<file path="src/rtl/capture_pkg.sv">
`default_nettype none

package capture_pkg;

	// Sample path
	localparam int ADC_BITS    = 10;
	localparam int SAMPLE_BITS = ADC_BITS + 1;      // Overrange bit on top
	localparam int FIFO_DEPTH  = 64;
	localparam int FIFO_AW     = $clog2(FIFO_DEPTH);

	// Host register port
	localparam int REG_AW = 3;
	localparam int REG_DW = 32;

	localparam int GAIN_BITS      = 8;
	localparam int FREQ_GATE_BITS = 10;             // 1024 cycle gate window
	localparam int HEARTBEAT_BIT  = 8;
	localparam int CREDIT_BITS    = 4;

	localparam logic [REG_AW-1:0] ADDR_CTRL    = REG_AW'(0);
	localparam logic [REG_AW-1:0] ADDR_GAIN    = REG_AW'(1);
	localparam logic [REG_AW-1:0] ADDR_MAXSAMP = REG_AW'(2);
	localparam logic [REG_AW-1:0] ADDR_STATUS  = REG_AW'(3);
	localparam logic [REG_AW-1:0] ADDR_FREQ    = REG_AW'(4);

	// CTRL bits, write-only
	localparam int CTRL_ARM  = 0;
	localparam int CTRL_MODE = 1;
	localparam int CTRL_WAIT = 2;
	localparam int CTRL_NOW  = 3;
	localparam int CTRL_HILO = 4;

	// STATUS bits
	localparam int ST_ARMED = 0;
	localparam int ST_IDLE  = 1;
	localparam int ST_TRIG  = 2;
	localparam int ST_EMPTY = 3;

endpackage

`default_nettype wire

</file>
<file path="src/rtl/adc_capture_top.sv">
`timescale 1ns/1ps
`default_nettype none

module adc_capture_top import capture_pkg::*; (
	input  wire                   slowclock,
	input  wire                   freq_measure,
	input  wire [ADC_BITS-1:0]    adc_data_i,
	input  wire                   adc_or_i,
	input  wire                   trigger_i,
	input  wire                   ext_clk_i,
	input  wire [REG_AW-1:0]      reg_addr_i,
	input  wire                   reg_wr_i,
	input  wire [REG_DW-1:0]      reg_wdata_i,
	input  wire                   reg_rd_i,
	input  wire                   rd_credit_i,
	output logic [REG_DW-1:0]     reg_rdata_o,
	output logic                  sample_valid_o,
	output logic [SAMPLE_BITS-1:0] sample_data_o,
	output logic                  amp_gain_o,
	output logic                  amp_hilo_o,
	output logic                  heartbeat_led_o,
	output logic                  armed_led_o,
	output logic                  capture_led_o
);

	logic                    arm_req, trig_mode, trig_wait, trig_now;
	logic                    armed, capture_go, trig_sync;
	logic                    capture_done, buf_empty;
	logic [FIFO_AW:0]        max_samples;
	logic [FREQ_GATE_BITS:0] freq_count;

	assign armed_led_o   = armed;
	assign capture_led_o = capture_go;   // Lit for the whole capture run

	capture_regs u_regs (
		.slowclock     (slowclock),
		.freq_measure  (freq_measure),
		.reg_addr_i    (reg_addr_i),
		.reg_wr_i      (reg_wr_i),
		.reg_wdata_i   (reg_wdata_i),
		.reg_rd_i      (reg_rd_i),
		.armed_i       (armed),
		.capture_go_i  (capture_go),
		.trig_sync_i   (trig_sync),
		.buf_empty_i   (buf_empty),
		.freq_count_i  (freq_count),
		.reg_rdata_o   (reg_rdata_o),
		.arm_req_o     (arm_req),
		.trig_mode_o   (trig_mode),
		.trig_wait_o   (trig_wait),
		.trig_now_o    (trig_now),
		.max_samples_o (max_samples),
		.amp_gain_o    (amp_gain_o),
		.amp_hilo_o    (amp_hilo_o)
	);

	clock_monitor u_clkmon (
		.slowclock       (slowclock),
		.freq_measure    (freq_measure),
		.ext_clk_i       (ext_clk_i),
		.heartbeat_led_o (heartbeat_led_o),
		.freq_count_o    (freq_count)
	);

	trigger_ctrl u_trig (
		.slowclock      (slowclock),
		.freq_measure   (freq_measure),
		.trigger_i      (trigger_i),
		.arm_req_i      (arm_req),
		.trig_mode_i    (trig_mode),
		.trig_wait_i    (trig_wait),
		.trig_now_i     (trig_now),
		.capture_done_i (capture_done),
		.armed_o        (armed),
		.capture_go_o   (capture_go),
		.trig_sync_o    (trig_sync)
	);

	sample_buffer u_buf (
		.slowclock      (slowclock),
		.freq_measure   (freq_measure),
		.adc_data_i     (adc_data_i),
		.adc_or_i       (adc_or_i),
		.capture_go_i   (capture_go),
		.max_samples_i  (max_samples),
		.rd_credit_i    (rd_credit_i),
		.capture_done_o (capture_done),
		.buf_empty_o    (buf_empty),
		.sample_valid_o (sample_valid_o),
		.sample_data_o  (sample_data_o)
	);

endmodule

`default_nettype wire

</file>
<file path="src/rtl/capture_regs.sv">
`timescale 1ns/1ps
`default_nettype none

module capture_regs import capture_pkg::*; (
	input  wire                    slowclock,
	input  wire                    freq_measure,
	input  wire [REG_AW-1:0]       reg_addr_i,
	input  wire                    reg_wr_i,
	input  wire [REG_DW-1:0]       reg_wdata_i,
	input  wire                    reg_rd_i,
	input  wire                    armed_i,
	input  wire                    capture_go_i,
	input  wire                    trig_sync_i,
	input  wire                    buf_empty_i,
	input  wire [FREQ_GATE_BITS:0] freq_count_i,
	output logic [REG_DW-1:0]      reg_rdata_o,
	output logic                   arm_req_o,
	output logic                   trig_mode_o,
	output logic                   trig_wait_o,
	output logic                   trig_now_o,
	output logic [FIFO_AW:0]       max_samples_o,
	output logic                   amp_gain_o,
	output logic                   amp_hilo_o
);

	logic [GAIN_BITS-1:0] gain_q;
	logic [GAIN_BITS:0]   pwm_acc;   // Top bit is the carry out
	logic [REG_DW-1:0]    status_word;
	logic                 ctrl_wr;

	assign ctrl_wr = reg_wr_i && (reg_addr_i == ADDR_CTRL);

	always_comb begin
		status_word = '0;
		status_word[ST_ARMED] = armed_i;
		status_word[ST_IDLE]  = ~capture_go_i;
		status_word[ST_TRIG]  = trig_sync_i;
		status_word[ST_EMPTY] = buf_empty_i;
	end

	always_ff @(posedge slowclock or negedge freq_measure) begin
		if (!freq_measure) begin
			trig_mode_o   <= 1'b0;
			trig_wait_o   <= 1'b0;
			amp_hilo_o    <= 1'b0;
			arm_req_o     <= 1'b0;
			trig_now_o    <= 1'b0;
			gain_q        <= '0;
			max_samples_o <= (FIFO_AW+1)'(FIFO_DEPTH);
		end else begin
			// One pulse per CTRL write cycle
			arm_req_o  <= ctrl_wr && reg_wdata_i[CTRL_ARM];
			trig_now_o <= ctrl_wr && reg_wdata_i[CTRL_NOW];
			if (ctrl_wr) begin
				trig_mode_o <= reg_wdata_i[CTRL_MODE];
				trig_wait_o <= reg_wdata_i[CTRL_WAIT];
				amp_hilo_o  <= reg_wdata_i[CTRL_HILO];
			end
			if (reg_wr_i && reg_addr_i == ADDR_GAIN)
				gain_q <= reg_wdata_i[GAIN_BITS-1:0];
			if (reg_wr_i && reg_addr_i == ADDR_MAXSAMP) begin
				if (reg_wdata_i == '0)
					max_samples_o <= (FIFO_AW+1)'(1);
				else if (reg_wdata_i > REG_DW'(FIFO_DEPTH))
					max_samples_o <= (FIFO_AW+1)'(FIFO_DEPTH);
				else
					max_samples_o <= reg_wdata_i[FIFO_AW:0];
			end
		end
	end

	always_ff @(posedge slowclock or negedge freq_measure) begin
		if (!freq_measure) begin
			reg_rdata_o <= '0;
		end else if (reg_rd_i) begin
			case (reg_addr_i)
				ADDR_GAIN:    reg_rdata_o <= REG_DW'(gain_q);
				ADDR_MAXSAMP: reg_rdata_o <= REG_DW'(max_samples_o);
				ADDR_STATUS:  reg_rdata_o <= status_word;
				ADDR_FREQ:    reg_rdata_o <= REG_DW'(freq_count_i);
				default:      reg_rdata_o <= '0;   // CTRL reads as zero
			endcase
		end
	end

	// Gain PWM, carry rate is gain/256
	always_ff @(posedge slowclock or negedge freq_measure) begin
		if (!freq_measure)
			pwm_acc <= '0;
		else
			pwm_acc <= {1'b0, pwm_acc[GAIN_BITS-1:0]} + {1'b0, gain_q};
	end

	assign amp_gain_o = pwm_acc[GAIN_BITS];

	a_single_pulse: assert property (@(posedge slowclock) disable iff (!freq_measure)
		(arm_req_o |=> !arm_req_o) and (trig_now_o |=> !trig_now_o));

endmodule

`default_nettype wire

</file>
<file path="src/rtl/clock_monitor.sv">
`timescale 1ns/1ps
`default_nettype none

module clock_monitor import capture_pkg::*; (
	input  wire                     slowclock,
	input  wire                     freq_measure,
	input  wire                     ext_clk_i,
	output logic                    heartbeat_led_o,
	output logic [FREQ_GATE_BITS:0] freq_count_o
);

	logic [FREQ_GATE_BITS-1:0] timer_q;
	logic [FREQ_GATE_BITS:0]   edge_cnt;
	logic                      ext_meta, ext_sync, ext_prev;
	logic                      ext_rise;
	logic                      gate_end;

	// Free-running timer, also the gate window
	always_ff @(posedge slowclock or negedge freq_measure) begin
		if (!freq_measure)
			timer_q <= '0;
		else
			timer_q <= timer_q + 1'b1;
	end

	assign heartbeat_led_o = timer_q[HEARTBEAT_BIT];
	assign gate_end        = &timer_q;   // Last cycle of the window

	// External clock is asynchronous to slowclock
	always_ff @(posedge slowclock or negedge freq_measure) begin
		if (!freq_measure) begin
			ext_meta <= 1'b0;
			ext_sync <= 1'b0;
			ext_prev <= 1'b0;
		end else begin
			ext_meta <= ext_clk_i;
			ext_sync <= ext_meta;
			ext_prev <= ext_sync;
		end
	end

	assign ext_rise = ext_sync & ~ext_prev;

	always_ff @(posedge slowclock or negedge freq_measure) begin
		if (!freq_measure) begin
			edge_cnt     <= '0;
			freq_count_o <= '0;
		end else if (gate_end) begin
			// Include an edge seen on the closing cycle
			freq_count_o <= edge_cnt + {{FREQ_GATE_BITS{1'b0}}, ext_rise};
			edge_cnt     <= '0;
		end else begin
			edge_cnt <= edge_cnt + {{FREQ_GATE_BITS{1'b0}}, ext_rise};
		end
	end

endmodule

`default_nettype wire

</file>
<file path="src/rtl/sample_buffer.sv">
`timescale 1ns/1ps
`default_nettype none

module sample_buffer import capture_pkg::*; (
	input  wire                     slowclock,
	input  wire                     freq_measure,
	input  wire  [ADC_BITS-1:0]     adc_data_i,
	input  wire                     adc_or_i,
	input  wire                     capture_go_i,
	input  wire  [FIFO_AW:0]        max_samples_i,
	input  wire                     rd_credit_i,
	output logic                    capture_done_o,
	output logic                    buf_empty_o,
	output logic                    sample_valid_o,
	output logic [SAMPLE_BITS-1:0]  sample_data_o
);

	logic [SAMPLE_BITS-1:0] adc_q;                 // {overrange, data}
	logic [SAMPLE_BITS-1:0] mem [FIFO_DEPTH];
	logic [FIFO_AW:0]       wr_ptr, rd_ptr, remain;
	logic [CREDIT_BITS-1:0] credit_cnt;
	logic                   go_d, running, go_start;
	logic                   wr_en, rd_en, buf_full, credit_add;

	assign go_start    = capture_go_i & ~go_d;
	assign wr_en       = running;
	assign buf_empty_o = (wr_ptr == rd_ptr);
	assign buf_full    = (wr_ptr == {~rd_ptr[FIFO_AW], rd_ptr[FIFO_AW-1:0]});
	assign credit_add  = rd_credit_i && !(&credit_cnt);   // Saturate at 15
	assign rd_en       = (credit_cnt != '0) && !buf_empty_o && !go_start;

	always_ff @(posedge slowclock) begin
		adc_q <= {adc_or_i, adc_data_i};
		if (wr_en)
			mem[wr_ptr[FIFO_AW-1:0]] <= adc_q;
		if (rd_en)
			sample_data_o <= mem[rd_ptr[FIFO_AW-1:0]];
	end

	always_ff @(posedge slowclock or negedge freq_measure) begin
		if (!freq_measure) begin
			go_d <= 1'b0; running <= 1'b0; capture_done_o <= 1'b0;
			wr_ptr <= '0; rd_ptr <= '0; remain <= '0;
			credit_cnt <= '0; sample_valid_o <= 1'b0;
		end else begin
			go_d           <= capture_go_i;
			capture_done_o <= 1'b0;
			sample_valid_o <= rd_en;
			credit_cnt     <= credit_cnt + CREDIT_BITS'(credit_add) - CREDIT_BITS'(rd_en);
			if (go_start) begin
				// Flush whatever the last run left behind
				wr_ptr  <= '0;
				rd_ptr  <= '0;
				remain  <= max_samples_i;
				running <= 1'b1;
			end else begin
				if (rd_en)
					rd_ptr <= rd_ptr + 1'b1;
				if (wr_en) begin
					wr_ptr <= wr_ptr + 1'b1;
					remain <= remain - 1'b1;
					if (remain == (FIFO_AW+1)'(1)) begin
						running        <= 1'b0;
						capture_done_o <= 1'b1;
					end
				end
			end
		end
	end

	a_no_wr_full: assert property (@(posedge slowclock) disable iff (!freq_measure)
		!(wr_en && buf_full));
	a_valid_credit: assert property (@(posedge slowclock) disable iff (!freq_measure)
		sample_valid_o |-> $past(credit_cnt) != '0);

endmodule

`default_nettype wire

</file>
<file path="src/rtl/trigger_ctrl.sv">
`timescale 1ns/1ps
`default_nettype none

module trigger_ctrl import capture_pkg::*; (
	input  wire  slowclock,
	input  wire  freq_measure,
	input  wire  trigger_i,
	input  wire  arm_req_i,
	input  wire  trig_mode_i,      // 1 fires on high level, 0 on low
	input  wire  trig_wait_i,
	input  wire  trig_now_i,
	input  wire  capture_done_i,
	output logic armed_o,
	output logic capture_go_o,
	output logic trig_sync_o
);

	logic trig_meta;
	logic trig_active;
	logic arm_pending;   // Waiting for the trigger to go inactive

	always_ff @(posedge slowclock or negedge freq_measure) begin
		if (!freq_measure) begin
			trig_meta   <= 1'b0;
			trig_sync_o <= 1'b0;
		end else begin
			trig_meta   <= trigger_i;
			trig_sync_o <= trig_meta;
		end
	end

	assign trig_active = (trig_sync_o == trig_mode_i);

	always_ff @(posedge slowclock or negedge freq_measure) begin
		if (!freq_measure) begin
			arm_pending  <= 1'b0;
			armed_o      <= 1'b0;
			capture_go_o <= 1'b0;
		end else if (capture_go_o) begin
			if (capture_done_i)
				capture_go_o <= 1'b0;
		end else if (armed_o) begin
			// Level match or software trigger fires the capture
			if (trig_active || trig_now_i) begin
				armed_o      <= 1'b0;
				capture_go_o <= 1'b1;
			end
		end else if (arm_pending) begin
			if (!trig_active) begin
				arm_pending <= 1'b0;
				armed_o     <= 1'b1;
			end
		end else if (arm_req_i) begin
			if (trig_wait_i)
				arm_pending <= 1'b1;
			else
				armed_o <= 1'b1;
		end
	end

	a_arm_go_excl: assert property (@(posedge slowclock) disable iff (!freq_measure)
		!(armed_o && capture_go_o));

endmodule

`default_nettype wire

</file>
<file path="config.mk">
export PLATFORM = sky130hd
export DESIGN_NAME = adc_capture_top
export DESIGN_NICKNAME = d
export VERILOG_FILES = /design/src/rtl/capture_pkg.sv /design/src/rtl/adc_capture_top.sv /design/src/rtl/capture_regs.sv /design/src/rtl/clock_monitor.sv /design/src/rtl/sample_buffer.sv /design/src/rtl/trigger_ctrl.sv
export SDC_FILE = /design/constraint.sdc
export NUM_CORES = 1
export LEC_CHECK = 0
export ABC_AREA = 1
export BUFFER_PORTS_ARGS = -buffer_cell sky130_fd_sc_hd__buf_2
export CORE_MARGIN = 2
export CORE_UTILIZATION = 45
export DETAILED_ROUTE_END_ITERATION = 16
export PLACE_DENSITY = 0.58
export SLEW_MARGIN = 15
export SYNTH_ARGS = -nofsm -noshare
export SYNTH_HDL_FRONTEND = slang
export SYNTH_SLANG_ARGS = --single-unit
</file>
<file path="constraint.sdc">
create_clock -name slowclock -period 4.8 [get_ports slowclock]
set_input_delay 0.72 -clock slowclock [delete_from_list [all_inputs] [get_ports slowclock]]
set_output_delay 0.72 -clock slowclock [all_outputs]
set_load 0.01 [all_outputs]
</file>
==> impl_metrics.csv <==
group,metric,value,unit
clock_network,clk_pin_slew,0.06,ns
synthesis,ys_types,50,
sta,relSlewSlack,0.205,
final_layout,fill_cells,7020,
setup_path,required,5.20,ns
floorplanning,ios,102,
floorplanning,dieHeight,287,microns
detailed_routing,drt-pass1-iter-count,6,
synthesis,netlist_area,0.0359,sq mm
grt,grt_start_max_net_pins,167,
synthesis,yosysWarnings,0,
detailed_routing,ant_nets,0,
grt,grt_overflow_total,0,
synthesis,yosys.cell_count.top_type,"nand2_1",
clock_network,cts_max_level,3,
sta,skew,0.0246,ns
sta,fmax,296,MHz
clock_network,root_buffer,"clkbuf_16",
floorplanning,initial_core_util,0.455,
detailed_routing,remaining_drc_errors,0,
clock_network,cts_tree,"yes",
worst_hold_path,holdCritPathClass,"in2reg",
sta,setup_ws,1.42,ns
power_and_ir_drop,ir_drop,0.463,mV
clock_network,holdBufCountCts,1,
placed_design,hpwl,53200,microns
grt,grt_pass1_vias,22900,
floorplanning,fp.dieW,287,microns
placed_design,dp_slack,1.55,ns
final_layout,drive_gt1_frac,0.0865,
synthesis,synth_seq_cells,835,
sta,post-route-period-util,0.703,
final_layout,num_antenna_cells,0,
sta,final.min_clock_period,3.38,ns
synthesis,synth.avg_cell_area,10.3,sq um
grt,antenna_found_initial,0,
floorplanning,core,0.0790,sq mm
clock_network,clock_latency,0.65,ns
synthesis,synth.area.top_cells,"edfxtp_1 60%, nand2_1 11%, dfrtp_1 7.5%",
final_layout,finalNetCount,3630,
setup_path,cp_top_family,"simple AND/OR/NAND/NOR gates",
clock_network,ctsResizeCount,0,
detailed_routing,drt-initial-drc-count,2323,
clock_network,cts_buffers,89,
synthesis,synthArstFlopShare,0.131,
setup_path,critPathCaptureType,"register",
synthesis,yosys.area.top_type,"edfxtp_1",
placed_design,portBuffers,80,
synthesis,synth_common_cells,"1,063 x nand2_1, 715 x edfxtp_1, 401 x inv_1",
setup_path,start_kind,"register",
clock_network,clkSinkCount,835,
synthesis,ys_seq_area_frac,0.679,
detailed_routing,wl_per_cell,19.8,microns
setup_path,criticalPathCategory,"reg2reg",
synthesis,synthFlopType,"edfxtp_1",
synthesis,synth_edf_count,715,
floorplanning,fp-row-count,103,
setup_path,critPathBufInv,2,
setup_path,cp_common_cell,"nand2_1",
setup_path,slowest_delay,0.88,ns
clock_network,post_cts_buffers,0,
grt,grt_usage,0.228,
job,maxCapViolCount,0,
sta,rsz0062_at_grt,"false",
clock_network,clockBufferDepth,3,
power_and_ir_drop,power_density,544,mW/mm^2
detailed_routing,vias,23800,
grt,grt_pass1_wl,141000,microns
detailed_routing,via_per_inst,5.09,
setup_path,path_max_fanout,165,
power_and_ir_drop,leakage,0.0167,uW
final_layout,syn2layout_area_growth,12.0,%
placed_design,place_congestion,0.831,
sta,final.setup.tns,0,ns
final_layout,utilization,0.510,
outcome,outcome,"finished clean",
setup_path,critPathSlowestCell,"dfrtp_4",
setup_path,critPathArrivalTime,3.77,ns
floorplanning,fp.dieArea,0.0822,sq mm
synthesis,synth_cells,3486,
setup_path,path_cells,"inv_8 > buf_12 > nand2_1 > nand3_1 > nand3_1 > nand2_1 > nor2_1 > nand2_1 > nand3_1 > nand2_1",
sta,finalSetupViolations,0,
detailed_routing,routed_wl,92900,microns
sta,finalHoldViolations,0,
sta,tightest_slew,1.19,ns
sta,final_max_slew_viol_count,0,
synthesis,synth.top_cell.area_share,0.597,
flip-flops by register name, indices dropped and copies added, names as in the netlist, 4 cells and up:
register and cells:
u_buf.mem 704, u_clkmon.edge_cnt 11, u_buf.credit_cnt 4, u_buf.sample_data_o 11, u_buf.adc_q 11, u_clkmon.freq_count_o 11
u_regs.reg_rdata_o 11, u_buf.wr_ptr 7, u_buf.remain 7, u_regs.max_samples_o 7, u_buf.rd_ptr 7, u_regs.gain_q 8
u_clkmon.timer_q 10, u_regs.pwm_acc 9
metrics by stage:
stage / hold WS (ns) / cell area [sq um] / instances / power (uW)
finish: 0.172 / 40300 / 4680 / 21900
global route: 0.147 / 40300 / 4680 / 23100
CTS: 0.131 / 40200 / 4679 / 22000
detailed placement: 0.335 / 37300 / 4511 / 15200
global placement: 0.334 / 37300 / 4511 / 15200
floorplan: 0.331 / 36000 / 3506 / 13200
layout make-up:
cell class,count,area (sq um),share of cell area
Inverter,409,1550,0.0385
Tap cell,1050,1310,0.0326
Sequential cell,835,24400,0.607
Multi-Input combinational cell,2083,9160,0.228
Clock buffer,110,2360,0.0586
Timing Repair Buffer,136,888,0.0221
Clock inverter,57,542,0.0135
cell usage in the layout (no fill, tap or decap), types with 17 or more instances in the layout:
cell       Yosys  routed
a21oi_1       41      41
xor2_1        30      30
clkbuf_1      36      17
inv_1        401     400
nand3_1      374     374
conb_1         1      21
buf_2         72      79
clkinv_1       1      24
buf_4         44      51
nand2_1     1063    1063
dfrtp_1      108     105
nor2_1       327     313
o21ai_0      129     129
edfxtp_1     715     715
ha_1          21      21
clkbuf_16      0      90
final timing paths:
path | from | end | slack, ns | cells after the start
worst max-delay path | u_buf.rd_ptr[0] | u_buf.sample_data_o[7] | 1.42 | 10
worst min-delay path | ext_clk_i | u_clkmon.ext_meta | 0.17 | 1
worst max register to register | u_buf.rd_ptr[0] | u_buf.sample_data_o[7] | 1.42 | 10
worst min register to register | u_clkmon.ext_meta | u_clkmon.ext_sync | 0.35 | 0
max in group asynchronous | freq_measure | u_buf.rd_ptr[0] | 3.32 | 3
min in group asynchronous | freq_measure | u_clkmon.edge_cnt[10] | 0.54 | 2
worst register-to-register path, cell delays in order, from the launching register on:
cell,delay [ns]
dfrtp_4,0.88
inv_8,0.47
buf_12,0.65
nand2_1,0.17
nand3_1,0.07
nand3_1,0.12
nand2_1,0.06
nor2_1,0.29
nand2_1,0.20
nand3_1,0.16
nand2_1,0.07
routing by layer:
metal,vias to the layer above,global-route usage,wire [microns]
met5,-,0,0
met4,0,0.0767,2580
met3,153,0.0464,6870
met2,782,0.355,42300
met1,11400,0.320,41100
li1,11500,-,-
kinds of logic (layout without fill, tap and decap cells):
| logic type | Yosys count | count (layout) | synth area share |
|---|---|---|---|
| and+or+nand+nor | 1809 | 1809 | 0.205 |
| DFF | 835 | 835 | 0.679 |
| buffers and inverters | 588 | 712 | 0.0694 |
| AOI/OAI and AO/OA | 193 | 193 | 0.0286 |
| xor gates and xnor gates | 36 | 36 | 0.00877 |
| adders and majority gates | 23 | 23 | 0.00842 |
| other | 1 | 21 | 0.000104 |
| muxes | 1 | 1 | 0.000313 |
power by group:
group	internal, uW	switching [uW]
logic	1760	4470
clock network	3980	2870
registers	8440	397
(Power assumes the default switching activity.)
